<file path="src/common/gnn_pkg.sv">
`default_nettype none

package gnn_pkg;

  // --------------------------------------------------
  // sizes
  // --------------------------------------------------
  localparam int NUM_LANES   = 4;
  localparam int LANE_W      = 12;
  localparam int LANE_IDX_W  = $clog2(NUM_LANES);
  localparam int H_ADDR_W    = 8;
  localparam int H_DEPTH     = 2 ** H_ADDR_W;
  localparam int H_WORD_W    = 19;
  localparam int HOST_DATA_W = NUM_LANES * LANE_W;
  localparam int WGT_COLS    = 64;
  localparam int COL_W       = 6;
  localparam int ENT_CNT_W   = 6;
  localparam int RSVD_W      = 12;
  localparam int MAX_NODES   = 16;
  localparam int ROW_W       = $clog2(MAX_NODES);
  localparam int NODE_W      = ROW_W + 1;
  localparam int FEAT_ADDR_W = 16;
  localparam int FEAT_DATA_W = 32;
  localparam int DBG_W       = 32;
  localparam int DBG_CNT_W   = 16;

  // --------------------------------------------------
  // encodings and debug constants
  // --------------------------------------------------
  localparam logic KIND_HDR  = 1'b1;  // bit 18 of an h_data word
  localparam logic KIND_ENT  = 1'b0;
  localparam logic SEL_HDATA = 1'b0;  // host write goes to the adjacency memory
  localparam logic SEL_WGT   = 1'b1;  // host write goes to the weight table

  localparam logic [FEAT_ADDR_W-1:0] FEAT_WIN_BASE = 16'd40;
  localparam logic [ROW_W-1:0]       TRIG_ROW_A    = 4'd3;
  localparam logic [ROW_W-1:0]       TRIG_ROW_B    = 4'd9;
  localparam int                     CAP_LANE      = 2;
  localparam logic [DBG_W-1:0]       BUILD_ID      = 32'h474e_0a17;

  // --------------------------------------------------
  // h_data word read as a row header or as an entry
  // --------------------------------------------------
  typedef struct packed {
    logic                 kind;
    logic [ENT_CNT_W-1:0] count;  // entries that follow this header
    logic [RSVD_W-1:0]    rsvd;
  } header_t;

  typedef struct packed {
    logic                     kind;
    logic [COL_W-1:0]         col;
    logic signed [LANE_W-1:0] val;
  } entry_t;

  typedef union packed {
    header_t hdr;
    entry_t  ent;
  } h_data_word_u;

  typedef struct packed {
    logic                   we;
    logic                   sel;
    logic [H_ADDR_W-1:0]    addr;
    logic [HOST_DATA_W-1:0] data;
  } host_wr_t;

  typedef struct packed {
    logic [NUM_LANES-1:0][LANE_W-1:0] lane;
  } sppe_t;

  typedef struct packed {
    logic                   ena;
    logic [FEAT_ADDR_W-1:0] addr;
    logic [FEAT_DATA_W-1:0] data;
  } feat_wr_t;

  typedef struct packed {
    logic spmm_vld;
    logic spmm_rdy;
    logic aggr_vld;
    logic aggr_rdy;
  } stage_evt_t;

endpackage

`default_nettype wire

</file>
<file path="src/spmm/h_data_bram.sv">
`timescale 1ns/1ns
`default_nettype none

module h_data_bram (
  input  logic                         clk,
  input  gnn_pkg::host_wr_t            host_wr_i,
  input  logic [gnn_pkg::H_ADDR_W-1:0] rd_addr_i,
  output gnn_pkg::h_data_word_u        rd_data_o
);

  import gnn_pkg::*;

  logic [H_WORD_W-1:0] mem [H_DEPTH];
  logic                wr_en;

  assign wr_en = host_wr_i.we && (host_wr_i.sel == SEL_HDATA);

  // --------------------------------------------------
  // single port with host write and registered read
  // --------------------------------------------------
  always_ff @(posedge clk) begin
    if (wr_en) begin
      mem[host_wr_i.addr] <= host_wr_i.data[H_WORD_W-1:0];  // upper data bits are ignored
    end
    rd_data_o <= h_data_word_u'(mem[rd_addr_i]);
  end

endmodule

`default_nettype wire

</file>
<file path="config.mk">
export PLATFORM = sky130hd
export DESIGN_NAME = h_data_bram
export DESIGN_NICKNAME = d
export VERILOG_FILES = /design/src/common/gnn_pkg.sv /design/src/spmm/h_data_bram.sv
export SDC_FILE = /design/constraint.sdc
export NUM_CORES = 2
export LEC_CHECK = 0
export BUFFER_PORTS_ARGS = -buffer_cell sky130_fd_sc_hd__buf_2
export CORE_MARGIN = 4
export CORE_UTILIZATION = 50
export DETAILED_ROUTE_END_ITERATION = 10
export GPL_ROUTABILITY_DRIVEN = 0
export PLACE_DENSITY = 0.65
export SLEW_MARGIN = 40
export SYNTH_ARGS = -nofsm -noshare
export SYNTH_HDL_FRONTEND = slang
export SYNTH_MEMORY_MAX_BITS = 65536
export SYNTH_SLANG_ARGS = --single-unit
</file>
<file path="constraint.sdc">
create_clock -name clk -period 3.6 [get_ports clk]
set_input_delay 0.72 -clock clk [delete_from_list [all_inputs] [get_ports clk]]
set_output_delay 0.72 -clock clk [all_outputs]
set_load 0.005 [all_outputs]
</file>
==> reports/qor.yml <==
timing:
  finalSetupViolations: 0
  setup_tns_ns: 0
  max_freq_mhz: 311
  relSlewSlack: 0.302
  post-route-period-util: 0.894
  report.final.slew_viol_count: 0
  final_hold_viol_count: 0
  rsz0062_at_grt: "false"
  period_needed_ns: 3.22
  clock-skew-final_ns: 0.0508
  worst_slew_pin_slew_ns: 1.04
run_status:
  status: "complete, no violations"
global_route:
  grt_overflow: 0
  grt_usage: 0.258
  antenna_found_initial: 40
  grt_first_pass_wirelength_um: 716000
  grt_start_max_net_pins: 112
  grt_pass1_vias: 95246
synth:
  avgSynthCellArea_um2: 21.7
  synth_edf_count: 4864
  synth_async_sr_flop_share: 0
  yosysSeqAreaShare: 0.778
  syn_nets: 8752
  synth_area_um2: 188000
  synthCells: 8685
  yosysWarnings: 0
  yosys_register_bits: 4883
  synth.distinct_cells: 51
  synth-main-ff-cell: "edfxtp_1"
die:
  fp-row-count: 225
  start_util: 0.502
  die_h_um: 622
  ioPinCount: 86
  coreArea_um2: 375000
  dieArea_um2: 387000
  die_w_um: 622
setup_path:
  crit_arrival_ns: 4.05
  cp_data_required_time_ns: 4.43
  cp-end-kind: "register"
  cp_max_fo: 25
  critical_path_class: "input port to register"
  worstSetupStartpointType: "input port"
cells_and_area:
  stdcell_area_um2: 218000
  utilization: 0.582
  regArea_um2: 146000
  multiInputGateArea_um2: 39500
  layout-drive-gt1-share: 0.312
  fill_cells: 26565
  fin_cells: 15192
  nets: 9853
  syn_to_final_growth_pct: 15.9
detailed_routing:
  firstDrtPassIters: 9
  vias: 96352
  route.detailed.drc: 0
  antenna_left: 0
  via_per_inst: 6.34
  routed_wirelength_um: 505000
  dr.first_iter.drc_count: 13040
  wl_per_cell_um: 33.3
clocking:
  postCtsSetupBuffers: 0
  ctsRootBufferMaster: "clkbuf_16"
  clock_latency_ns: 0.99
  cts_hold_buf: 0
  ctsResizeCount: 0
  cts_tree: "yes"
  clkSinkCount: 4883
  htree_levels: 5
  cts-buffers-inserted: 469
  clkTransAtPathRegs_ns: 0.06
  clk_path_buf_depth: 4
placement:
  place_inst: 14308
  dp_hpwl_um: 314000
  io_buffers: 56
  placed_area_um2: 203000
power:
  net-switching-power_uw: 25200
  power_leakage_uw: 0.0705
  vdd_drop_max_mv: 0.472
  switching_share: 0.212
  clkPwrFrac: 0.416
  power_frac_comb: 0.055
  p_per_area_nw_per_um2: 543
  intPower_uw: 93300
  p_total_uw: 119000
  pwr-share-seq: 0.529
flow_run:
  drv_cap: 0
min_path:
  hp-class: "input port to register"
-- per-layer routing --
| layer | vias to the layer above | GRT usage | routed length [um] |
|---|---|---|---|
| li1 | 39271 | - | - |
| met1 | 51116 | 0.371 | 197000 |
| met2 | 5147 | 0.404 | 239000 |
| met3 | 810 | 0.0466 | 50500 |
| met4 | 8 | 0.0876 | 19100 |
| met5 | - | 0 | 58 |
-- flip-flops by register name, indices dropped and copies added, names as in the netlist --
register,count
mem,4864
rd_data_o,19
-- synth_stat cells, types with 2 or more instances --
library cell,n,area [um^2]
mux2_2,122,1370
or2_2,2,12.5
o21ai_0,44,220
nor4b_1,6,52.6
and3_1,13,81.3
a211oi_1,28,210
clkbuf_1,250,938
buf_8,15,225
nor4bb_1,8,80.1
nand2_1,32,120
buf_2,88,440
buf_1,39,146
o21bai_1,19,143
a21oi_1,167,836
nor4_1,29,181
nor2_1,323,1210
nand4b_1,3,26.3
and4b_1,2,20.0
a22oi_1,54,405
o31ai_1,12,90.1
or3_1,2,12.5
mux4_2,936,21100
o221ai_2,2,30.0
a2111oi_0,3,26.3
and2_1,2,12.5
nand4_1,31,194
buf_6,77,867
nor3_1,106,531
nand3_1,39,195
inv_1,4,15.0
o32ai_1,14,123
a221oi_1,60,526
buf_4,58,435
edfxtp_1,4864,146000
a31oi_1,9,56.3
o221ai_1,295,2580
mux2i_1,668,6690
a22o_1,37,324
nor2b_1,12,75.1
buf_12,6,120
nand2b_1,6,37.5
o22ai_1,171,1070
dfxtp_1,19,380
-- path summary, 6_finish.rpt --
path | slack (ns) | endpoint | from | cells past startpoint
worst max-delay path | 0.38 | rd_data_o[5] | rd_addr_i[0] | 10
worst min-delay path | 0.12 | mem[82][5] | host_wr_i[5] | 1
worst max register to register | 0.77 | rd_data_o[5] | mem[151][5] | 6
worst min register to register | 1.04 | rd_data_o[0] | mem[200][0] | 6
-- cell usage in the layout (no fill, tap or decap), types with 103 or more instances in the layout --
master	instances
edfxtp_1	4864
buf_4	961
mux4_2	936
mux2i_1	668
clkbuf_16	473
o221ai_1	294
nor2_2	236
o22ai_1	171
a21oi_1	167
buf_12	141
mux2_2	122
clkinv_1	105
clkinv_2	104
nor3_1	103
-- metrics by stage --
stage,setup slack (ns),hold slack (ns)
after global placement,-0.697,1.00
after global routing,0.428,0.0885
after detailed placement,-0.584,1.01
after floorplan,0.568,0.819
final,0.382,0.119
after CTS,0.494,0.0521
-- power by group through the flow --
stage / Clock [uW] / Sequential [uW] / Combinational (uW)
after floorplan: 0 / 63900 / 3040
after detailed placement: 0 / 63900 / 6440
after global placement: 0 / 63900 / 6280
after CTS: 50000 / 62700 / 6460
after global routing: 52500 / 62700 / 6750
final: 49300 / 62700 / 6480
-- layout make-up --
class | count | share of cell area
Inverter | 4 | 0.000126
Clock buffer | 554 | 0.0556
Timing Repair Buffer | 1163 | 0.0491
Antenna cell | 13 | 0.000149
Sequential cell | 4883 | 0.671
Multi-Input combinational cell | 3265 | 0.181
Tap cell | 4994 | 0.0286
Clock inverter | 316 | 0.0150
-- cell families (layout without fill, tap and decap cells) --
kind of cell,Yosys count,after routing,share of synthesized area
muxes,1726,1726,0.155
buffers and inverters,537,2037,0.0169
and+or+nand+nor,621,621,0.0154
DFF,4883,4883,0.778
AOI/OAI and AO/OA,918,918,0.0354
other,0,13,0
-- critical path, cell delays in order --
cell	delay, ns
buf_12	0.31
buf_12	0.21
buf_12	0.19
buf_4	0.23
mux4_2	0.52
mux4_2	0.48
a22o_1	0.34
nor4_1	0.67
buf_4	0.23
nor4b_1	0.05
No activity file was read; power rests on OpenSTA's default activity.
