[config.mk]
export PLATFORM = sky130hd
export DESIGN_NAME = aggr_writer
export DESIGN_NICKNAME = d
export VERILOG_FILES = /design/src/common/gnn_pkg.sv /design/src/hw/aggr_writer.sv
export SDC_FILE = /design/constraint.sdc
export NUM_CORES = 1
export LEC_CHECK = 0
export ABC_AREA = 1
export BUFFER_PORTS_ARGS = -buffer_cell sky130_fd_sc_hd__buf_2
export CORE_ASPECT_RATIO = 1.2
export CORE_MARGIN = 5
export CORE_UTILIZATION = 25
export DETAILED_ROUTE_END_ITERATION = 10
export GPL_ROUTABILITY_DRIVEN = 0
export PLACE_DENSITY_LB_ADDON = 0.2
export SYNTH_ARGS = -nofsm -noshare
export SYNTH_HDL_FRONTEND = slang
export SYNTH_SLANG_ARGS = --single-unit
[constraint.sdc]
create_clock -name clk -period 1.6 [get_ports clk]
set_clock_uncertainty 0.05 [all_clocks]
set_input_delay 0.32 -clock clk [delete_from_list [all_inputs] [get_ports clk]]
set_output_delay 0.32 -clock clk [all_outputs]
set_load 0.01 [all_outputs]
[src/common/gnn_pkg.sv]
`default_nettype none

package gnn_pkg;

  // --------------------------------------------------
  // sizes
  // --------------------------------------------------
  localparam int NUM_LANES   = 4;
  localparam int LANE_W      = 12;
  localparam int LANE_IDX_W  = $clog2(NUM_LANES);
  localparam int H_ADDR_W    = 8;
  localparam int H_DEPTH     = 2 ** H_ADDR_W;
  localparam int H_WORD_W    = 19;
  localparam int HOST_DATA_W = NUM_LANES * LANE_W;
  localparam int WGT_COLS    = 64;
  localparam int COL_W       = 6;
  localparam int ENT_CNT_W   = 6;
  localparam int RSVD_W      = 12;
  localparam int MAX_NODES   = 16;
  localparam int ROW_W       = $clog2(MAX_NODES);
  localparam int NODE_W      = ROW_W + 1;
  localparam int FEAT_ADDR_W = 16;
  localparam int FEAT_DATA_W = 32;
  localparam int DBG_W       = 32;
  localparam int DBG_CNT_W   = 16;

  // --------------------------------------------------
  // encodings and debug constants
  // --------------------------------------------------
  localparam logic KIND_HDR  = 1'b1;  // bit 18 of an h_data word
  localparam logic KIND_ENT  = 1'b0;
  localparam logic SEL_HDATA = 1'b0;  // host write goes to the adjacency memory
  localparam logic SEL_WGT   = 1'b1;  // host write goes to the weight table

  localparam logic [FEAT_ADDR_W-1:0] FEAT_WIN_BASE = 16'd40;
  localparam logic [ROW_W-1:0]       TRIG_ROW_A    = 4'd3;
  localparam logic [ROW_W-1:0]       TRIG_ROW_B    = 4'd9;
  localparam int                     CAP_LANE      = 2;
  localparam logic [DBG_W-1:0]       BUILD_ID      = 32'h474e_0a17;

  // --------------------------------------------------
  // h_data word read as a row header or as an entry
  // --------------------------------------------------
  typedef struct packed {
    logic                 kind;
    logic [ENT_CNT_W-1:0] count;  // entries that follow this header
    logic [RSVD_W-1:0]    rsvd;
  } header_t;

  typedef struct packed {
    logic                     kind;
    logic [COL_W-1:0]         col;
    logic signed [LANE_W-1:0] val;
  } entry_t;

  typedef union packed {
    header_t hdr;
    entry_t  ent;
  } h_data_word_u;

  typedef struct packed {
    logic                   we;
    logic                   sel;
    logic [H_ADDR_W-1:0]    addr;
    logic [HOST_DATA_W-1:0] data;
  } host_wr_t;

  typedef struct packed {
    logic [NUM_LANES-1:0][LANE_W-1:0] lane;
  } sppe_t;

  typedef struct packed {
    logic                   ena;
    logic [FEAT_ADDR_W-1:0] addr;
    logic [FEAT_DATA_W-1:0] data;
  } feat_wr_t;

  typedef struct packed {
    logic spmm_vld;
    logic spmm_rdy;
    logic aggr_vld;
    logic aggr_rdy;
  } stage_evt_t;

endpackage

`default_nettype wire

[src/hw/aggr_writer.sv]
`timescale 1ns/1ns
`default_nettype none

module aggr_writer (
  input  logic                      clk,
  input  logic                      rst_n,
  input  logic                      spmm_vld_i,
  input  gnn_pkg::sppe_t            sppe_i,
  input  logic [gnn_pkg::ROW_W-1:0] row_idx_i,
  output gnn_pkg::feat_wr_t         feat_wr_o,
  output logic                      aggr_vld_o,
  output logic                      aggr_rdy_o
);

  import gnn_pkg::*;

  logic                  busy_q;
  logic [LANE_IDX_W-1:0] lane_q;
  logic [ROW_W-1:0]      row_q;
  sppe_t                 sppe_q;
  logic [LANE_W-1:0]     cur_lane;

  always_ff @(posedge clk or negedge rst_n) begin
    if (!rst_n) begin
      busy_q <= 1'b0;
      lane_q <= '0;
    end else if (spmm_vld_i) begin
      busy_q <= 1'b1;
      lane_q <= '0;
    end else if (busy_q) begin
      lane_q <= lane_q + 1'b1;
      if (lane_q == LANE_IDX_W'(NUM_LANES - 1)) begin
        busy_q <= 1'b0;
      end
    end
  end

  always_ff @(posedge clk) begin
    if (spmm_vld_i) begin
      sppe_q <= sppe_i;
      row_q  <= row_idx_i;
    end
  end

  assign cur_lane = sppe_q.lane[lane_q];

  always_comb begin
    feat_wr_o.ena  = busy_q;
    feat_wr_o.addr = FEAT_ADDR_W'({row_q, lane_q});  // row * 4 + lane
    feat_wr_o.data = {{(FEAT_DATA_W - LANE_W){cur_lane[LANE_W-1]}}, cur_lane};
  end

  assign aggr_vld_o = busy_q;
  assign aggr_rdy_o = busy_q && (lane_q == LANE_IDX_W'(NUM_LANES - 1));  // with the last lane

  a_no_vld_busy : assert property (@(posedge clk) disable iff (!rst_n)
    spmm_vld_i |-> !busy_q);

endmodule

`default_nettype wire

==> results.json <==
{
  "num_vias": 1783,
  "grt_pass1_wl_mm": 8.590,
  "clock_sinks": 55,
  "switching_share": 0.2852,
  "synth.distinct_cells": 13,
  "routed-wl-met3_microns": 500,
  "cap_violations": 0,
  "holdWs_ns": 0.1504,
  "drtIter0Drc": 22,
  "dp_hpwl_mm": 4.102,
  "dieWidth_microns": 101.8,
  "required_ns": 1.23,
  "drtPass1Iterations": 4,
  "grt-ovfl-total": 0,
  "routed-wl-met2_mm": 2.808,
  "yosysSeqAreaShare": 0.6475,
  "path_clk_slew_ns": 0.07,
  "wl_met1_mm": 2.319,
  "core-area_sq_um": 9960,
  "setup_violations": 33,
  "critPathLaunchType": "register",
  "crit_arrival_ns": 1.36,
  "ios": 106,
  "cts.path.max_buffers": 2,
  "antenna_found_initial": 0,
  "synthFlopType": "edfxtp_1",
  "seqPwrFrac": 0.408,
  "comb_power_share": 0.309,
  "layout_min_cycle_time_ns": 1.734,
  "syn-instance-count": 239,
  "avgSynthCellArea_sq_um": 10.57,
  "final_antenna_net_count": 0,
  "powerDensity_nw_per_um2": 1231,
  "highest_layer": "met4",
  "grt_max_degree": 21,
  "rsz0062_at_grt": "yes",
  "drive_gt1_frac": 0.4545,
  "path_class": "reg2out",
  "fin_crit_sh": 1.084,
  "failed_checks": "setup timing",
  "rows": 40,
  "syn_to_final_growth_pct": 38.37,
  "viasPerCell": 3.910,
  "ir_drop_uv": 680.4,
  "wl_mm": 5.680,
  "layout_setup_ws_ns": -0.1338,
  "final-instance-count-excl-fill": 456,
  "synth_top_area_cell": "edfxtp_1",
  "numPortBuffers": 95,
  "nets": 385,
  "numPlacedInstances": 441,
  "ys_async_sr_fraction": 0.05455,
  "setup_tns_ns": -3.508,
  "cts_root_buffer": "clkbuf_16",
  "clock_latency_ns": 0.28,
  "tritoncts": "done",
  "htree_levels": 2,
  "hold_path.class": "in2reg",
  "synth_most_common_cell": "nand2_1",
  "preCtsSetupSlack_ns": 0.1442,
  "grt.total_usage": 0.09369,
  "hold_viol_final": 0,
  "final_area_sq_um": 3497,
  "worst-path-max-fanout": 6,
  "diodes": 0,
  "p_leak_nw": 1.708,
  "critPathCaptureType": "output pin",
  "fmax_ghz": 0.5768,
  "start_util": 0.2538,
  "power_mw": 4.305,
  "grt_pass1_vias": 1767,
  "p_sw_mw": 1.228,
  "p_int_mw": 3.077,
  "cts_buffers": 5,
  "place_area_sq_um": 2994,
  "pwr-share-clk": 0.283,
  "syn_area_sq_um": 2527,
  "drc": 0,
  "chipHeight_microns": 120.1,
  "routedWlPerCell_microns": 12.46,
  "slew_viol_final": 0,
  "fill_cells": 995,
  "outcome": "finished, violations left",
  "synthTopCellsByCount": "nand2_1 (62), edfxtp_1 (52), inv_1 (52)",
  "synth_edf_count": 52,
  "ys_ff_latch": 55,
  "dieArea_sq_um": 12230,
  "yosys-top-cells-area": "edfxtp_1 (62%), buf_4 (9.5%), nand2_1 (9.2%)",
  "synth_top_area_frac": 0.6178,
  "fin_util": 0.3511,
  "ys_warn_count": 0
}
-- cell families (layout without fill, tap and decap cells) --
logic type	count (synthesis)	in the layout	share of synthesized area
adder cells (fa/ha/maj)	1	1	0.004950
flip-flops	55	55	0.6475
AO/OA/AOI/OAI	3	3	0.005939
AND/OR/NAND/NOR	88	91	0.1436
buffers and inverters	91	170	0.1965
other	1	10	0.001484
-- cell type report --
cell class / instances / area [sq um] / area share
clock buffer: 5 / 125.1 / 0.03578
multi-input combinational: 105 / 586.8 / 0.1678
timing repair buffer: 109 / 739.5 / 0.2114
clock inverter: 3 / 42.54 / 0.01216
sequential: 55 / 1639 / 0.4687
tap: 126 / 157.7 / 0.04508
inverter: 53 / 206.4 / 0.05903
-- per-layer routing --
metal	GRT usage	up-vias
li1	-	886
met1	0.1125	810
met2	0.1592	81
met3	0.02733	6
met4	0.02993	0
met5	0	-
-- cell usage in the layout (no fill, tap or decap), drive strengths merged --
cell	netlist	final
ha	1	1
nand3	26	26
buf	38	108
dlygate4sd3	0	1
conb	1	10
dfrtp	3	3
bufinv	0	1
nand2	62	65
clkinv	0	2
edfxtp	52	52
o21ai	3	3
inv	53	53
clkbuf	0	5
-- path summary, 6_finish.rpt --
kind / from / endpoint / slack [ns] / cells past startpoint
min reg2reg: aggr_vld_o / lane_q[0] / 0.59 / 2
min: sppe_i[43] / sppe_q[43] / 0.15 / 1
max in group asynchronous: rst_n / lane_q[1] / 1.05 / 2
max: lane_q[0] / feat_wr_o[13] / -0.13 / 5
max reg2reg: lane_q[0] / lane_q[1] / 0.38 / 4
min in group asynchronous: rst_n / aggr_vld_o / 0.32 / 2
-- what timing repair did --
action                                 CTS  global route
endpoints found under the hold margin    3             0
setup buffers                            3             0
pin swaps                               10             2
resized for setup                       52            14
hold buffers                             1             0
setup endpoints to repair               33            33
gates cloned                             3             0
-- state kept, by name, summed over array words and instances (netlist names) --
name        cells
sppe_q         48
row_q           4
lane_q          2
aggr_vld_o      1
-- worst max-delay path: stages, from the launching register on --
cell and delay (ns):
dfrtp_2 0.45, buf_6 0.15, nand2_4 0.06, nand3_4 0.14, nand2_4 0.16, buf_6 0.12
-- power groups by stage --
stage / clock network [mW] / logic, mW / registers [mW]
after global routing: 1.32 / 1.46 / 1.77
after CTS: 1.27 / 1.30 / 1.76
after global placement: 0 / 0.977 / 1.78
after detailed placement: 0 / 0.978 / 1.78
final: 1.22 / 1.33 / 1.76
after floorplan: 0 / 0.732 / 1.78
(Power assumes the default switching activity.)
