File: src/common/gnn_pkg.sv
`default_nettype none

package gnn_pkg;

  // --------------------------------------------------
  // sizes
  // --------------------------------------------------
  localparam int NUM_LANES   = 4;
  localparam int LANE_W      = 12;
  localparam int LANE_IDX_W  = $clog2(NUM_LANES);
  localparam int H_ADDR_W    = 8;
  localparam int H_DEPTH     = 2 ** H_ADDR_W;
  localparam int H_WORD_W    = 19;
  localparam int HOST_DATA_W = NUM_LANES * LANE_W;
  localparam int WGT_COLS    = 64;
  localparam int COL_W       = 6;
  localparam int ENT_CNT_W   = 6;
  localparam int RSVD_W      = 12;
  localparam int MAX_NODES   = 16;
  localparam int ROW_W       = $clog2(MAX_NODES);
  localparam int NODE_W      = ROW_W + 1;
  localparam int FEAT_ADDR_W = 16;
  localparam int FEAT_DATA_W = 32;
  localparam int DBG_W       = 32;
  localparam int DBG_CNT_W   = 16;

  // --------------------------------------------------
  // encodings and debug constants
  // --------------------------------------------------
  localparam logic KIND_HDR  = 1'b1;  // bit 18 of an h_data word
  localparam logic KIND_ENT  = 1'b0;
  localparam logic SEL_HDATA = 1'b0;  // host write goes to the adjacency memory
  localparam logic SEL_WGT   = 1'b1;  // host write goes to the weight table

  localparam logic [FEAT_ADDR_W-1:0] FEAT_WIN_BASE = 16'd40;
  localparam logic [ROW_W-1:0]       TRIG_ROW_A    = 4'd3;
  localparam logic [ROW_W-1:0]       TRIG_ROW_B    = 4'd9;
  localparam int                     CAP_LANE      = 2;
  localparam logic [DBG_W-1:0]       BUILD_ID      = 32'h474e_0a17;

  // --------------------------------------------------
  // h_data word read as a row header or as an entry
  // --------------------------------------------------
  typedef struct packed {
    logic                 kind;
    logic [ENT_CNT_W-1:0] count;  // entries that follow this header
    logic [RSVD_W-1:0]    rsvd;
  } header_t;

  typedef struct packed {
    logic                     kind;
    logic [COL_W-1:0]         col;
    logic signed [LANE_W-1:0] val;
  } entry_t;

  typedef union packed {
    header_t hdr;
    entry_t  ent;
  } h_data_word_u;

  typedef struct packed {
    logic                   we;
    logic                   sel;
    logic [H_ADDR_W-1:0]    addr;
    logic [HOST_DATA_W-1:0] data;
  } host_wr_t;

  typedef struct packed {
    logic [NUM_LANES-1:0][LANE_W-1:0] lane;
  } sppe_t;

  typedef struct packed {
    logic                   ena;
    logic [FEAT_ADDR_W-1:0] addr;
    logic [FEAT_DATA_W-1:0] data;
  } feat_wr_t;

  typedef struct packed {
    logic spmm_vld;
    logic spmm_rdy;
    logic aggr_vld;
    logic aggr_rdy;
  } stage_evt_t;

endpackage

`default_nettype wire

File: src/spmm/spmm_engine.sv
`timescale 1ns/1ns
`default_nettype none

module spmm_engine (
  input  logic                         clk,
  input  logic                         rst_n,
  input  gnn_pkg::host_wr_t            host_wr_i,
  input  logic                         row_go_i,
  output logic [gnn_pkg::H_ADDR_W-1:0] h_addr_o,
  input  gnn_pkg::h_data_word_u        h_data_i,
  output gnn_pkg::sppe_t               sppe_o,
  output logic                         spmm_rdy_o,
  output logic                         spmm_vld_o
);

  import gnn_pkg::*;

  typedef enum logic [2:0] {
    S_IDLE,
    S_HDR,
    S_CNT,
    S_ENT,
    S_VLD
  } state_e;

  state_e                   state_q;
  logic [H_ADDR_W-1:0]      ptr_q;
  logic [ENT_CNT_W-1:0]     remain_q;
  sppe_t                    acc_q;
  sppe_t                    acc_nxt;
  sppe_t                    wgt_row;
  logic [HOST_DATA_W-1:0]   wgt_mem [WGT_COLS];
  logic signed [2*LANE_W-1:0] prod [NUM_LANES];
  logic                     accept;

  assign accept = row_go_i && (state_q == S_IDLE);

  always_ff @(posedge clk) begin
    if (host_wr_i.we && (host_wr_i.sel == SEL_WGT)) begin
      wgt_mem[host_wr_i.addr[COL_W-1:0]] <= host_wr_i.data;
    end
  end

  // --------------------------------------------------
  // per-lane multiply-accumulate with 12-bit wrap
  // --------------------------------------------------
  assign wgt_row = sppe_t'(wgt_mem[h_data_i.ent.col]);

  always_comb begin
    for (int k = 0; k < NUM_LANES; k++) begin
      prod[k]         = $signed(h_data_i.ent.val) * $signed(wgt_row.lane[k]);
      acc_nxt.lane[k] = acc_q.lane[k] + prod[k][LANE_W-1:0];
    end
  end

  // the read pointer only runs forward since rows sit back to back in h_data
  always_ff @(posedge clk or negedge rst_n) begin
    if (!rst_n) begin
      state_q  <= S_IDLE;
      ptr_q    <= '0;
      remain_q <= '0;
    end else begin
      case (state_q)
        S_IDLE: begin
          if (row_go_i) begin
            state_q <= S_HDR;
            ptr_q   <= ptr_q + 1'b1;  // header is being read on this edge
          end
        end
        S_HDR: begin
          remain_q <= h_data_i.hdr.count;
          state_q  <= S_CNT;
        end
        S_CNT: begin
          if (remain_q == '0) begin
            state_q <= S_VLD;
          end else begin
            ptr_q   <= ptr_q + 1'b1;
            state_q <= S_ENT;
          end
        end
        S_ENT: begin
          remain_q <= remain_q - 1'b1;
          if (remain_q == ENT_CNT_W'(1)) begin
            state_q <= S_VLD;  // pointer now sits on the next header
          end else begin
            ptr_q <= ptr_q + 1'b1;
          end
        end
        S_VLD: begin
          state_q <= S_IDLE;
        end
        default: begin
          state_q <= S_IDLE;
        end
      endcase
    end
  end

  always_ff @(posedge clk) begin
    if (accept) begin
      acc_q <= '0;
    end else if (state_q == S_ENT) begin
      acc_q <= acc_nxt;
    end
  end

  assign h_addr_o   = ptr_q;
  assign sppe_o     = acc_q;  // held until the next row is accepted
  assign spmm_rdy_o = accept;
  assign spmm_vld_o = (state_q == S_VLD);

  a_row_go_idle : assert property (@(posedge clk) disable iff (!rst_n)
    row_go_i |-> state_q == S_IDLE);

  // memory layout must line up with the pointer walk
  a_hdr_kind : assert property (@(posedge clk) disable iff (!rst_n)
    state_q == S_HDR |-> h_data_i.hdr.kind == KIND_HDR);

  a_ent_kind : assert property (@(posedge clk) disable iff (!rst_n)
    state_q == S_ENT |-> h_data_i.ent.kind == KIND_ENT);

endmodule

`default_nettype wire

File: config.mk
export PLATFORM = sky130hd
export DESIGN_NAME = spmm_engine
export DESIGN_NICKNAME = d
export VERILOG_FILES = /design/src/common/gnn_pkg.sv /design/src/spmm/spmm_engine.sv
export SDC_FILE = /design/constraint.sdc
export NUM_CORES = 2
export LEC_CHECK = 0
export BUFFER_PORTS_ARGS = -buffer_cell sky130_fd_sc_hd__buf_4
export CAP_MARGIN = 15
export CORE_MARGIN = 10
export CORE_UTILIZATION = 55
export DETAILED_ROUTE_END_ITERATION = 10
export PLACE_DENSITY_LB_ADDON = 0.05
export SETUP_SLACK_MARGIN = 0.2
export SLEW_MARGIN = 15
export SYNTH_ARGS = -nofsm -noshare
export SYNTH_HDL_FRONTEND = slang
export SYNTH_SLANG_ARGS = --single-unit
File: constraint.sdc
create_clock -name clk -period 17.3 [get_ports clk]
set_input_delay 1.73 -clock clk [delete_from_list [all_inputs] [get_ports clk]]
set_output_delay 1.73 -clock clk [all_outputs]
set_load 0.1 [all_outputs]
==> qor.txt <==
Wirelength, routed = 399 mm
Crit-path max FO = 85
Worst Hold End = sppe_o[8]
Post-Syn Area = 0.130 mm2
Yosys warnings = 0
Peak Freq = 97.4 MHz
EDFF count, synth = 3072
Initial Utilization = 55.3%
Hold_buf cts = 0
Register area = 0.0936 mm2
Final Hold Viols = 0
Synth unique cells = 81
Power Dens Cells = 142 mW/mm2
Clk buf depth = 4
Worst EP required = 18.03 ns
Clock sinks = 3137
Hold WS = 0.467 ns
Mean post-synth cell area = 20.2 um2
Initial antenna violation count = 22
Crit path launch type = primary input
Final setup viols = 0
Share of cells above drive strength 1 = 23.5%
Crit Reg-Reg Endpoint = sppe_o[11]
RSZ-0062 raised after global routing = no
H-tree level count = 5
Skew-Pair Late Insertion Delay = 0.95 ns
Reg clk slew, reported paths = 0.06 ns
I/O Pins = 138
Asr flop ratio synth = 0.542%
Post-detailed-route wirelength per cell = 39.1 um
Final GP Congestion = 0.811
Critical path's slowest cell = buf_4
Die X = 507 um
CTS resizes = 0
Number of routed nets with antenna violations = 0
Vias in the first global route = 68000
P&R area growth vs syn = 11.4%
Status = completed
Tcrit/Tclk final = 59.4%
Crit end category = flop
Arr. time, crit path = 11.01 ns
Fill cells = 16800
Setup TNS = 0 ns
Core box area = 0.236 mm2
Pins Over Slew Limit = 0
Maximum VDD drop = 0.317 mV
Max stage delay on crit path = 0.72 ns
CTS buffer count = 337
Largest net degree at the start of global routing = 107
Hold Path Origin = sppe_o[8]
Crit path time final = 10.27 ns
DRC Markers = 0
CTS tree = built
Area contributors post-synth = edfxtp_1, mux4_2, fa_1
First-pass GRT wire length = 551 mm
DR vias/cell = 6.76
Total power = 20600 uW
Grt ovf = 0
Area occupied by multi-input gates = 0.0341 mm2
Top-area cell type share of the netlist area = 70.7%
Die footprint = 0.257 mm2
CP Class = in2reg
Cells after Synth = 6457
Die Ht = 507 um
Root buf cell = clkbuf_16
Clock skew = 0.0515 ns
Port buffer count = 134
Pre-antenna DRT Iters = 7
Worst Reg2Reg Path Length in Cells = 23
Layout Nets = 7258
Seq/Total Area, Yosys = 71.8%
Yosys reg bits = 3137
Synth area leader = edfxtp_1
Measured slew at the worst slew-check pin = 1.32 ns
GR Util All Layers = 30.8%
Max Cap Viol = 0
WP buf/inv = 10
DP Worst Slack = 5.99 ns
Top cell family by delay on the critical path = adder cells
Core Rows = 178
Vias post-DR = 69000
Final worst setup slack = 7.03 ns
Worst hold path class = reg2reg
Crit Reg-Reg Startpoint = wgt_mem[6][0]
Post-DP HPWL = 224 mm
Max-slew headroom = 11.8%
Hold path cells = 2
Final core utilization = 61.7%
Syn nets = 6896
Pleak = 0.0481 uW
R2R Setup Slk = 9.62 ns
Post-CTS setup buffers = 0
Ys flop type = edfxtp_1
DRT iter0 DRCs = 9926
## metrics by stage
step / cells / instance area [um2]
2_1_floorplan: 6457 / 130000
3_3_place_gp: 9630 / 135000
3_5_place_dp: 9630 / 135000
4_1_cts: 10200 / 145000
5_1_grt: 10200 / 145000
6_report: 10200 / 145000
## cell usage in the layout (no fill, tap or decap), types with 12 or more instances in the layout
cell type and instances:
a211oi_1 17, a21oi_1 105, a221oi_1 17, a22oi_1 35, a31oi_1 28, a32oi_1 12, and2_1 101, and3_1 15
buf_4 336, clkbuf_1 73, clkbuf_16 342, clkinv_1 86, clkinv_2 37, dfrtp_1 17, dfxtp_1 48, edfxtp_1 3072
fa_1 192, ha_1 167, inv_1 268, mux2_2 12, mux2i_1 121, mux4_1 30, mux4_2 780, nand2_1 413
nand2b_1 26, nand3_1 50, nor2_1 122, nor2_4 64, nor2b_1 34, nor3_1 39, nor4_1 13, o21ai_0 40
o22ai_1 56, xnor2_1 79, xor2_1 22
## cell families (layout without fill, tap and decap cells)
| family | Yosys count | in the layout | synth area share [%] |
|---|---|---|---|
| and+or+nand+nor | 922 | 922 | 3.21 |
| other | 0 | 11 | 0 |
| AOI/OAI and AO/OA | 385 | 385 | 1.94 |
| adders and majority gates | 359 | 359 | 4.55 |
| xor gates and xnor gates | 113 | 113 | 0.876 |
| DFF | 3137 | 3137 | 71.8 |
| muxes | 943 | 943 | 15.1 |
| buffers and inverters | 598 | 1188 | 2.51 |
## layout make-up
| type | count | share of cell area [%] |
|---|---|---|
| well taps | 3150 | 2.71 |
| multi-input cells | 2722 | 23.4 |
| repair buffers | 345 | 1.85 |
| diodes | 11 | 0.0189 |
| clock inverters | 146 | 0.665 |
| inverters | 276 | 0.722 |
| flip-flops and latches | 3137 | 64.5 |
| clock buffers | 421 | 6.14 |
## registers in the layout, indices dropped and copies added (netlist names)
register	flops
h_addr_o	8
wgt_mem	3072
sppe_o	48
state_q	3
remain_q	6
## metal layers
layer  wire (um)  share of wire (%)  track usage, %
met1      154000                 38            43.6
met2      188000                 47            48.3
met3       40100                 10            6.12
met4       17500                4.4            11.4
met5          69              0.017               0
## worst reg2reg max path, stage by stage (launching register included)
cell	delay, ns
edfxtp_1	0.37
mux4_2	0.49
mux4_2	0.46
nand2_1	0.10
and3_1	0.82
nor2_1	0.24
and2_1	0.24
fa_1	0.54
inv_1	0.06
fa_1	0.40
fa_1	0.55
inv_1	0.06
fa_1	0.55
fa_1	0.41
ha_1	0.21
xor2_1	0.16
xnor2_1	0.20
xnor2_1	0.12
xnor2_1	0.24
xnor3_1	0.36
xnor2_1	0.19
xnor3_1	0.27
xnor3_1	0.38
o22ai_1	0.07
## cells in the mapped netlist, types with 13 or more instances
| cell | number |
|---|---|
| a22oi_1 | 35 |
| dfxtp_1 | 48 |
| mux4_2 | 780 |
| buf_2 | 76 |
| buf_6 | 46 |
| nand2b_1 | 26 |
| nor2_1 | 188 |
| buf_4 | 63 |
| a21oi_1 | 105 |
| nor2b_1 | 36 |
| and2_1 | 101 |
| nor3_1 | 42 |
| a31oi_1 | 29 |
| buf_12 | 13 |
| nand2_1 | 414 |
| mux2i_1 | 121 |
| xnor2_1 | 79 |
| xor2_1 | 22 |
| clkbuf_1 | 99 |
| and3_1 | 15 |
| nand3_1 | 50 |
| inv_1 | 271 |
| ha_1 | 167 |
| o22ai_1 | 57 |
| dfrtp_1 | 17 |
| edfxtp_1 | 3072 |
| a211oi_1 | 19 |
| a221oi_1 | 17 |
| o21ai_0 | 42 |
| mux4_1 | 30 |
| fa_1 | 192 |
| nor4_1 | 15 |
## worst max-delay path by stage
stage / start / to / cells after the start
final: h_data_i[12] / sppe_o[23] / 30
after global routing: h_data_i[12] / sppe_o[23] / 30
after CTS: h_data_i[12] / sppe_o[23] / 30
after detailed placement: h_data_i[12] / sppe_o[23] / 30
after global placement: h_data_i[12] / sppe_o[23] / 30
after floorplan: h_data_i[12] / sppe_o[47] / 31
## power breakdown
group / total (uW) / internal [uW] / switching, uW
logic: 5350 / 2350 / 3000
clock network: 6620 / 3770 / 2850
registers: 8590 / 8500 / 89.1
total: 20600 / 14600 / 5940
Note: power is estimated with default switching activity, not from simulation.
