--- config.mk ---
export PLATFORM = sky130hd
export DESIGN_NAME = debug_monitor
export DESIGN_NICKNAME = d
export VERILOG_FILES = /design/src/common/gnn_pkg.sv /design/src/debug/debug_monitor.sv
export SDC_FILE = /design/constraint.sdc
export NUM_CORES = 1
export LEC_CHECK = 0
export ABC_CLOCK_PERIOD_IN_PS = 2100
export BUFFER_PORTS_ARGS = -buffer_cell sky130_fd_sc_hd__buf_2
export CAP_MARGIN = 40
export CORE_ASPECT_RATIO = 0.6
export CORE_MARGIN = 5
export CORE_UTILIZATION = 37
export CTS_CLUSTER_DIAMETER = 200
export DETAILED_ROUTE_END_ITERATION = 10
export GPL_TIMING_DRIVEN = 0
export MAX_ROUTING_LAYER = met4
export PLACE_DENSITY = 0.81
export SKIP_CTS_REPAIR_TIMING = 1
export SKIP_LAST_GASP = 1
export SYNTH_ARGS = -nofsm -noshare
export SYNTH_HDL_FRONTEND = slang
export SYNTH_SLANG_ARGS = --single-unit
--- constraint.sdc ---
create_clock -name clk -period 2.1 [get_ports clk]
set_clock_uncertainty 0.2 [all_clocks]
set_input_delay 0 -clock clk [delete_from_list [all_inputs] [get_ports clk]]
set_output_delay 0 -clock clk [all_outputs]
set_load 0.005 [all_outputs]
--- src/common/gnn_pkg.sv ---
`default_nettype none

package gnn_pkg;

  // --------------------------------------------------
  // sizes
  // --------------------------------------------------
  localparam int NUM_LANES   = 4;
  localparam int LANE_W      = 12;
  localparam int LANE_IDX_W  = $clog2(NUM_LANES);
  localparam int H_ADDR_W    = 8;
  localparam int H_DEPTH     = 2 ** H_ADDR_W;
  localparam int H_WORD_W    = 19;
  localparam int HOST_DATA_W = NUM_LANES * LANE_W;
  localparam int WGT_COLS    = 64;
  localparam int COL_W       = 6;
  localparam int ENT_CNT_W   = 6;
  localparam int RSVD_W      = 12;
  localparam int MAX_NODES   = 16;
  localparam int ROW_W       = $clog2(MAX_NODES);
  localparam int NODE_W      = ROW_W + 1;
  localparam int FEAT_ADDR_W = 16;
  localparam int FEAT_DATA_W = 32;
  localparam int DBG_W       = 32;
  localparam int DBG_CNT_W   = 16;

  // --------------------------------------------------
  // encodings and debug constants
  // --------------------------------------------------
  localparam logic KIND_HDR  = 1'b1;  // bit 18 of an h_data word
  localparam logic KIND_ENT  = 1'b0;
  localparam logic SEL_HDATA = 1'b0;  // host write goes to the adjacency memory
  localparam logic SEL_WGT   = 1'b1;  // host write goes to the weight table

  localparam logic [FEAT_ADDR_W-1:0] FEAT_WIN_BASE = 16'd40;
  localparam logic [ROW_W-1:0]       TRIG_ROW_A    = 4'd3;
  localparam logic [ROW_W-1:0]       TRIG_ROW_B    = 4'd9;
  localparam int                     CAP_LANE      = 2;
  localparam logic [DBG_W-1:0]       BUILD_ID      = 32'h474e_0a17;

  // --------------------------------------------------
  // h_data word read as a row header or as an entry
  // --------------------------------------------------
  typedef struct packed {
    logic                 kind;
    logic [ENT_CNT_W-1:0] count;  // entries that follow this header
    logic [RSVD_W-1:0]    rsvd;
  } header_t;

  typedef struct packed {
    logic                     kind;
    logic [COL_W-1:0]         col;
    logic signed [LANE_W-1:0] val;
  } entry_t;

  typedef union packed {
    header_t hdr;
    entry_t  ent;
  } h_data_word_u;

  typedef struct packed {
    logic                   we;
    logic                   sel;
    logic [H_ADDR_W-1:0]    addr;
    logic [HOST_DATA_W-1:0] data;
  } host_wr_t;

  typedef struct packed {
    logic [NUM_LANES-1:0][LANE_W-1:0] lane;
  } sppe_t;

  typedef struct packed {
    logic                   ena;
    logic [FEAT_ADDR_W-1:0] addr;
    logic [FEAT_DATA_W-1:0] data;
  } feat_wr_t;

  typedef struct packed {
    logic spmm_vld;
    logic spmm_rdy;
    logic aggr_vld;
    logic aggr_rdy;
  } stage_evt_t;

endpackage

`default_nettype wire

--- src/debug/debug_monitor.sv ---
`timescale 1ns/1ns
`default_nettype none

module debug_monitor (
  input  logic                      clk,
  input  logic                      rst_n,
  input  gnn_pkg::stage_evt_t       evt_i,
  input  gnn_pkg::sppe_t            sppe_i,
  input  logic [gnn_pkg::ROW_W-1:0] row_idx_i,
  input  gnn_pkg::feat_wr_t         feat_wr_i,
  output logic [gnn_pkg::DBG_W-1:0] debug_1_o,
  output logic [gnn_pkg::DBG_W-1:0] debug_2_o,
  output logic [gnn_pkg::DBG_W-1:0] debug_3_o
);

  import gnn_pkg::*;

  stage_evt_t           flags_q;
  logic                 win_q;
  logic [DBG_CNT_W-1:0] row_cnt_q;
  logic [LANE_W-1:0]    cap_a_q;
  logic [LANE_W-1:0]    cap_b_q;
  logic                 hit_a;
  logic                 hit_b;
  logic                 in_win;

  assign hit_a  = evt_i.spmm_vld && (row_idx_i == TRIG_ROW_A);
  assign hit_b  = evt_i.spmm_vld && (row_idx_i == TRIG_ROW_B);
  assign in_win = feat_wr_i.ena && (feat_wr_i.addr >= FEAT_WIN_BASE);

  // --------------------------------------------------
  // sticky stage flags and window flag
  // --------------------------------------------------
  always_ff @(posedge clk or negedge rst_n) begin
    if (!rst_n) begin
      flags_q <= '0;
      win_q   <= 1'b0;
    end else begin
      flags_q <= stage_evt_t'(flags_q | evt_i);  // only reset clears them
      if (in_win) begin
        win_q <= 1'b1;
      end
    end
  end

  // --------------------------------------------------
  // row counter and lane captures
  // --------------------------------------------------
  always_ff @(posedge clk or negedge rst_n) begin
    if (!rst_n) begin
      row_cnt_q <= '0;
      cap_a_q   <= '0;
      cap_b_q   <= '0;
    end else begin
      if (evt_i.spmm_vld) begin
        row_cnt_q <= row_cnt_q + 1'b1;  // one per finished sparse row
      end
      if (hit_a) begin
        cap_a_q <= sppe_i.lane[CAP_LANE];
      end
      if (hit_b) begin
        cap_b_q <= sppe_i.lane[CAP_LANE];
      end
    end
  end

  // debug_2 layout is count in [31:16], window in [4], flags in [3:0]
  assign debug_1_o = BUILD_ID;
  assign debug_2_o = {row_cnt_q, 11'b0, win_q, flags_q};
  assign debug_3_o = {16'(cap_b_q), 16'(cap_a_q)};

endmodule

`default_nettype wire

==> impl.org, run 1 <==
** Route
- Wire segments on met2 add up to 2570 microns in the final route.
- Using the TritonRoute via totals, the vias-per-cell ratio works out to 3.89.
- Wire length on met3 :: 332 microns
- Drt pass-1 iters :: 4
- Post-route ant nets :: 0
- Residual DRC count :: 0
- In this run, the number of DRC markers left after iteration 0 of detailed routing was 27.
- Detailed-routing wirelength on met1 :: 2120 microns
- Highest metal layer with signal wires :: met4
- Final wirelength :: 5050 microns
- Detailed routing inserted a total of 1,617 vias.
- After detailed routing, the average wire length per cell comes to 12.1 microns.

** Die
- 203 I/O pins were placed.
- Total Die Area :: 7580 sq um
- Initial cell density of the core :: 38.6%
- In this run the core area contains 21 standard-cell rows.
- From left edge to right edge, the die measures 109 microns.
- The core region is 5650 sq um.
- The floorplan step set the die height to 69.5 microns.

** Synth
- Counting distinct cell types in the post-synthesis netlist gives 22.
- By instance count, the leading cell after synthesis is sky130_fd_sc_hd__buf_4.
- Of the total synthesized cell area, the portion taken by full adders, half adders and majority gates is 0.574%.
- The mapped netlist covers 2180 sq um.
- Flip-flop cell with the highest count after synthesis :: sky130_fd_sc_hd__dfrtp_1
- Area share of xor/xnor cells in the synthesized design :: 6.02%
- sky130_fd_sc_hd__dfrtp_1 takes more of the synthesized area than any other cell.
- For this run, the number of Yosys warnings is 0.
- For this run, the register share of the synthesized area comes to 51.6%.
- Of the post-synthesis cell area, the dominant cell type holds 51.6%.
- Summing the areas of all and, or, nand and nor instances in the mapped netlist gives 9.01% of the synthesized area.
- After synthesis, the largest family of logic cells by area is buffers and inverters.
- After synthesis the netlist holds a flip-flop and latch count of 45.
- A synthesized cell averages 12.3 sq um.
- Summing the areas of all compound-gate instances in the mapped netlist gives 0.574% of the synthesized area.
- Measured against the total synthesized area, the mux share comes to 12.9%.
- The synthesized design contains 0 enable-type register cells.
- Top area cells in the synthesized netlist :: sky130_fd_sc_hd__dfrtp_1 (52%), sky130_fd_sc_hd__buf_4 (18%), sky130_fd_sc_hd__mux2_2 (13%)
- Count of mapped cells out of synthesis :: 178
- Share of synthesized registers carrying an async set or reset :: 100%
- Top cells by count, synth :: sky130_fd_sc_hd__buf_4 (53), sky130_fd_sc_hd__dfrtp_1 (45), sky130_fd_sc_hd__mux2_2 (25), sky130_fd_sc_hd__xnor2_1 (9), sky130_fd_sc_hd__xor2_1 (6)

** Power and ir drop
- Share of total power in the clock network :: 23.2%
- Net switching is 27.9% of the power.
- Sequential Power Share :: 50.6%
- The share of total power dissipated in combinational logic is 26.2%.
- For this design the static power due to leakage is 1.70 nW.
- The analysis attributes to net switching a power of 0.645 mW.
- Pwr Density :: 724 nW/um^2
- The worst-case IR drop observed on VDD is 322 uV.
- Power consumption :: 2.31 mW
- Internal power :: 1.67 mW

** Global route
- Entering global routing, the biggest net connects 24 pins.
- Initial antenna violation count :: 0
- The total overflow left after global routing is 0.
- Via count of the first global-routing pass :: 1,497
- Total global-route track usage :: 12.9%
- The first global-routing pass estimated 7580 microns of wire.

** Final layout
- The post-route netlist has 51.8% of its cells at a drive strength greater than 1.
- The number of antenna diodes in the final layout is 0.
- Area of combinational cells with multiple inputs :: 826 sq um
- Total of fill cells in the finished design :: 501
- Nets :: 444
- In the final layout, flip-flops and latches occupy 1130 sq um.
- Relative to the synthesized area, the layout overhead comes to 46.4%.

** Place
- At the end of routability-driven placement, the weighted congestion stood at 0.705.
- Buffers on Ports :: 80
- HPWL after detailed placement :: 3880 microns

** STA
- Setup violations remaining at the end of the flow were counted as 0.
- Transition time at the pin with the least slew margin :: 561 ps
- Final critical delay including setup and external delays :: 1800 ps
- Max Transition Viols Final :: 0
- Final critical-path share of the clock period :: 85.9%
- Worst Hold Margin :: 53.3 ps
- Maximum achievable frequency :: 554 MHz
- Hold violation total from the final report :: 0
- Headroom to the max-slew limit came out at 62.6%.
- Setup repair after global routing left no endpoint under its margin.
- For the final routed database, the setup TNS stands at 0 ps.

** Critical path
- For this run, the slowest stage of the critical path takes 530 ps.
- Cell with the largest stage delay on the worst path :: sky130_fd_sc_hd__dlygate4sd3_1
- For the worst setup path, the data arrival time is 1770 ps.
- Critical path type :: in2reg
- CP required :: 2070 ps
- Traced cell by cell, the critical path runs through dlygate4sd3_1, buf_2, nand3b_1, nor3b_2, buf_4, mux2_2.
- Maximum fanout along the worst path :: 10
- Setup crit end kind :: flop
- The worst setup path is launched from an input port.

** Clock network
- TritonCTS built the clock tree.
- In this run the deepest clock path goes through 2 buffers.
- Clock slew at reported path FFs :: 80 ps
- CTS sink count :: 45
- The H-tree was split into 2 levels.
- Clock network latency to the later pin of the worst-skew pair :: 280 ps
- Inserted Clock Buffers :: 5
- Clock root buffer :: sky130_fd_sc_hd__clkbuf_8

** Status
- Status :: finished clean

** Job
- Max Cap Violations :: 0

** Worst hold path
- Class of the tightest hold or removal check :: in2reg
layer usage:
metal,vias to the layer above,GRT usage (%)
li1,805,-
met1,752,16.8
met2,58,20.6
met3,2,3.81
met4,0,1.26
met5,-,-
cell families (layout without fill, tap and decap cells):
family,after synthesis,in the layout
other,2,51
and+or+nand+nor,33,33
buffers and inverters,55,164
adders and majority gates,1,1
AOI/OAI and AO/OA,2,2
muxes,25,25
xor gates and xnor gates,15,15
DFF,45,45
flip-flops by register name, indices dropped and copies added (netlist names):
name and flops:
row_cnt_q 16, cap_a_q 12, cap_b_q 12, debug_2_o 4
win_q 1
worst max-delay path, delay by kind of cell:
kind / cells / cell delay [ps]
simple gates: 2 / 430
mux: 1 / 360
buf+inv: 3 / 980
power groups by stage:
| stage | sequential, mW | clock, mW | combinational (mW) |
|---|---|---|---|
| floorplan | 1.19 | 0 | 0.287 |
| global placement | 1.18 | 0 | 0.564 |
| detailed placement | 1.19 | 0 | 0.581 |
| CTS | 1.17 | 0.559 | 0.581 |
| global route | 1.20 | 0.611 | 0.672 |
| finish | 1.17 | 0.536 | 0.607 |
metrics by stage:
stage | instance area, sq um | setup WS (ps) | cells | util [%]
global route | 3190 | 227 | 416 | 56.5
finish | 3190 | 296 | 416 | 56.5
CTS | 2980 | 395 | 395 | 52.8
global placement | 2870 | 466 | 387 | 50.7
detailed placement | 2890 | 435 | 388 | 51.2
floorplan | 2360 | 564 | 227 | -
layout by cell type, fill, tap and decap left out, types with 2 or more instances in the layout:
cell | Yosys | final
sky130_fd_sc_hd__buf_2 | 0 | 80
sky130_fd_sc_hd__buf_4 | 53 | 53
sky130_fd_sc_hd__conb_1 | 2 | 51
sky130_fd_sc_hd__dfrtp_1 | 45 | 45
sky130_fd_sc_hd__mux2_2 | 25 | 25
sky130_fd_sc_hd__dlygate4sd3_1 | 0 | 21
sky130_fd_sc_hd__xnor2_1 | 9 | 9
sky130_fd_sc_hd__xor2_1 | 6 | 6
sky130_fd_sc_hd__clkbuf_8 | 0 | 6
sky130_fd_sc_hd__and3_1 | 5 | 5
sky130_fd_sc_hd__nand2_1 | 5 | 5
sky130_fd_sc_hd__or2_2 | 4 | 4
sky130_fd_sc_hd__nand4_1 | 4 | 4
sky130_fd_sc_hd__nor2_1 | 4 | 4
sky130_fd_sc_hd__nand3_1 | 4 | 4
sky130_fd_sc_hd__nor3b_2 | 2 | 2
sky130_fd_sc_hd__nor4_1 | 2 | 2
cell type report:
type | count | share of cell area (%)
clock buffer | 6 | 2.59
tap | 80 | 3.13
timing repair buffer | 102 | 20.0
clock inverter | 1 | 0.235
buffer | 55 | 12.9
sequential | 45 | 35.3
multi-input combinational | 127 | 25.9
final timing paths:
kind | from | endpoint | slack (ps) | depth (start not counted)
max in group asynchronous | rst_n | cap_b_q[3]$_DFFE_PN0P_ | 1140 | 3
min in group asynchronous | rst_n | cap_b_q[1]$_DFFE_PN0P_ | 60 | 2
worst max-delay path | evt_i[3] | cap_a_q[4]$_DFFE_PN0P_ | 300 | 6
worst max register to register | row_cnt_q[0]$_DFFE_PN0P_ | row_cnt_q[8]$_DFFE_PN0P_ | 390 | 6
worst min register to register | debug_2_o[1]$_DFF_PN0_ | debug_2_o[1]$_DFF_PN0_ | 270 | 1
worst min-delay path | row_idx_i[2] | cap_a_q[11]$_DFFE_PN0P_ | 50 | 4
Power figures use the tool's default switching activity.
==> run 2: changes to the inputs <==
CELL_PAD_IN_SITES_DETAIL_PLACEMENT = 1   (was unset)
CELL_PAD_IN_SITES_GLOBAL_PLACEMENT = 2   (was unset)
CORE_UTILIZATION = 19   (was 37)
CTS_CLUSTER_SIZE = 8   (was unset)
PLACE_DENSITY = unset   (was 0.81)
PLACE_DENSITY_LB_ADDON = 0.1   (was unset)
==> impl.org, run 2 (synthesis results as in run 1) <==
** Final layout
- ANT cells :: 0 (unchanged)
- Registers with the most flip-flops :: row_cnt_q: 16 flops, cap_a_q: 12 flops, cap_b_q: 12 flops
- Flip-flop count of the largest register after layout :: 16 (unchanged)
- The total of fill cells in the finished design is 1,316 (+160%).
- Area Growth Syn to Fin :: 53.1%
- Leaving out fill and tap cells, the most frequent cell in the layout is sky130_fd_sc_hd__buf_2.
- The number of nets at the end of the flow is 446 (+0.45%).
- Commonest cells after routing, fill and taps aside :: sky130_fd_sc_hd__buf_2 (80), sky130_fd_sc_hd__buf_4 (53), sky130_fd_sc_hd__conb_1 (51)
- Largest register by flop count :: row_cnt_q
- The fraction of final layout cells with drive strength greater than 1 came to 51.2% (-0.60 points).

** STA
- Final setup TNS :: 0 ps (unchanged)
- Hold violation total from the final report :: 0 (unchanged)
- Unrepaired setup endpoints after global routing :: no
- The upper clock frequency limit was 522 MHz (-5.9%).
- Max Transition Viols Final :: 0 (unchanged)
- The final-report setup violation count is 0 (unchanged).
- The minimum clock period came to 1920 ps (+113 ps).
- Transition time at the pin with the least slew margin :: 560 ps (-0.801 ps)
- Final critical-path share of the clock period :: 91.3% (+5.4 points)
- Final critical-path setup slack :: 183 ps (-113 ps)
- The remaining max-slew budget at the tightest pin was 62.5% (-0.070 points).

** Clock network
- The clock insertion delay at the later pin of the skew report is 280 ps (about the same).
- The CTS H-tree depth was 2 (unchanged).
- Clock tree from TritonCTS :: done
- Inserted Clock Buffers :: 5 (unchanged)
- Maximum clock insertion buffer count :: 2 (unchanged)
- CTS sink count :: 45 (unchanged)
- In this run the clock root is driven by a sky130_fd_sc_hd__clkbuf_16.
- The clock slew seen by the registers of the worst setup and hold paths came to 60 ps (-20 ps).

** Die
- The x dimension of the die came to 148 microns (+36%).
- Standard-cell rows :: 30 (+43%)
- Overall die height :: 93.0 microns (+34%)
- Total Die Area :: 13,800 sq um (+82%)
- The starting density of the core is 19.4% (-19 points).
- The number of top-level pins was 203 (unchanged).
- Floorplan core area :: 11,300 sq um (+99%)

** Critical path
- By startpoint and endpoint, the worst setup path is classified as in2reg.
- Setup crit end kind :: flop
- Among the stages of the critical path, the cell type that occurs most often is sky130_fd_sc_hd__dlygate4sd3_1.
- The required time at the worst-slack endpoint is 2070 ps (about the same).
- The signal on the critical path passes through dlygate4sd3_1, buf_2, nor3b_2, mux2_2, dlygate4sd3_1.
- CP Data Arrival Time :: 1880 ps (+110 ps)
- The worst-path maximum fanout is 3 (-7).
- STA classifies the critical path startpoint as an input port.
- Biggest cell delay along the critical path :: 550 ps (+20 ps)
- Cell with the largest stage delay on the worst path :: sky130_fd_sc_hd__dlygate4sd3_1

** Global route
- The total track usage is 8.41% (-4.5 points).
- The pin count of the biggest net entering global routing is 34 (+42%).
- Remaining global-route overflow :: 0 (unchanged)
- The number of global-route vias before repair came to 1,697 (+13%).
- The number of antenna violations at the first check in global routing was 0 (unchanged).
- The wire length of the first global-routing pass came to 8870 microns (+17%).

** Place
- Last weighted congestion value of the routability-driven placer :: 0.645 (-8.6%)
- The pre-CTS setup slack was 353 ps (-81.7 ps).
- The total of buffers placed on input and output ports was 80 (unchanged).
- The HPWL reported at the end of detailed placement was 4560 microns (+18%).

** Route
- Highest metal layer with signal wires :: met4
- The antenna violation net count after detailed routing was 0 (unchanged).
- The detail-routed net length per standard cell came to 11.8 microns (-2.7%).
- Final wirelength :: 5690 microns (+13%)
- The wire length on met2 is 2640 microns (+2.4%).
- The number of search-and-repair iterations in the first detailed-routing pass came to 3 (-1).
- Residual DRC count :: 0 (unchanged)
- Routed vias/inst :: 3.39 (-13%)
- The total vias in the final route is 1,634 (+1.1%).
- Detailed-routing wirelength on met1 :: 2630 microns (+24%)
- Wire length on met3 :: 379 microns (+14%)
- 1st-iter DRT viols :: 43 (+59%)

** Power and ir drop
- The total power per unit cell area was 770 nW/um^2 (+6.4%).
- The total leakage power is 1.73 nW (+1.9%).
- Sequential Power Share :: 45.7% (-4.9 points)
- Proportion of power drawn by combinational gates :: 24.2% (-2.0 points)
- The power share of the clock group came to 30.0% (+6.8 points).
- The design internal power is 1.88 mW (+13%).
- IR drop worst, VDD :: 267 uV (-17%)
- Net switching power figure :: 0.689 mW (+6.9%)
- The switching share of total power is 26.8% (-1.1 points).

** Worst hold path
- Class of the tightest hold or removal check :: in2reg

** Status
- The flow ran to the end, and the final reports show no timing, DRC or antenna violations.

** Job
- The number of max-cap violations was 0 (unchanged).
==> run 2: cell count changes in the layout (fill, tap and decap cells not counted), sizes merged <==
cell / change
clkbuf: +1
clkinvlp: -1
dlygate4sd3: +2
==> run 2: stage by stage <==
stage | total power, mW | instances | utilization [%] | instance area (sq um) | hold slack, ps
floorplan | 1.48 | 227 | - | 2360 | -496
global placement | 1.78 | 451 | 26.2 | 2950 | -6.59
detailed placement | 1.79 | 452 | 26.3 | 2970 | -280
CTS | 2.60 | 459 | 27.6 | 3110 | -587
global route | 2.77 | 482 | 29.6 | 3340 | 32.8
finish | 2.57 | 482 | 29.6 | 3340 | 7.08
==> run 2: layout make-up <==
| class | instances | area [sq um] | share of cell area, % |
|---|---|---|---|
| Clock buffer | 7 | 143 | 4.27 |
| Timing Repair Buffer | 104 | 651 | 19.5 |
| Tap cell | 144 | 180 | 5.40 |
| Buffer | 55 | 413 | 12.4 |
| Multi-Input combinational cell | 127 | 826 | 24.7 |
| Sequential cell | 45 | 1130 | 33.7 |
==> run 2: power groups by stage <==
stage | logic (mW) | clock network, mW | registers [mW]
after floorplan | 0.287 | 0 | 1.19
after global placement | 0.585 | 0 | 1.19
after detailed placement | 0.602 | 0 | 1.19
after CTS | 0.601 | 0.818 | 1.18
after global routing | 0.702 | 0.859 | 1.21
final | 0.624 | 0.772 | 1.18
==> run 2: layer usage <==
metal  track usage [%]  vias up
met5                 -        -
met2              12.3       58
met1              11.1      771
li1                  -      803
met4              2.31        0
met3              2.95        2
==> run 2: path summary, 6_finish.rpt <==
path,from,endpoint,slack [ps],depth (start not counted)
min reg2reg,debug_2_o[2]$_DFF_PN0_,debug_2_o[2]$_DFF_PN0_,260,1
max reg2reg,row_cnt_q[3]$_DFFE_PN0P_,row_cnt_q[11]$_DFFE_PN0P_,350,4
max,row_idx_i[3],cap_a_q[11]$_DFFE_PN0P_,180,5
min,evt_i[3],row_cnt_q[3]$_DFFE_PN0P_,7,3
max in group asynchronous,rst_n,cap_b_q[11]$_DFFE_PN0P_,720,3
min in group asynchronous,rst_n,cap_b_q[0]$_DFFE_PN0P_,20,3
==> run 2: critical path: cells and delay by family <==
family,cells,cell delay [ps]
buffers and inverters,3,1220
multiplexers,1,370
AND/OR/NAND/NOR,1,300
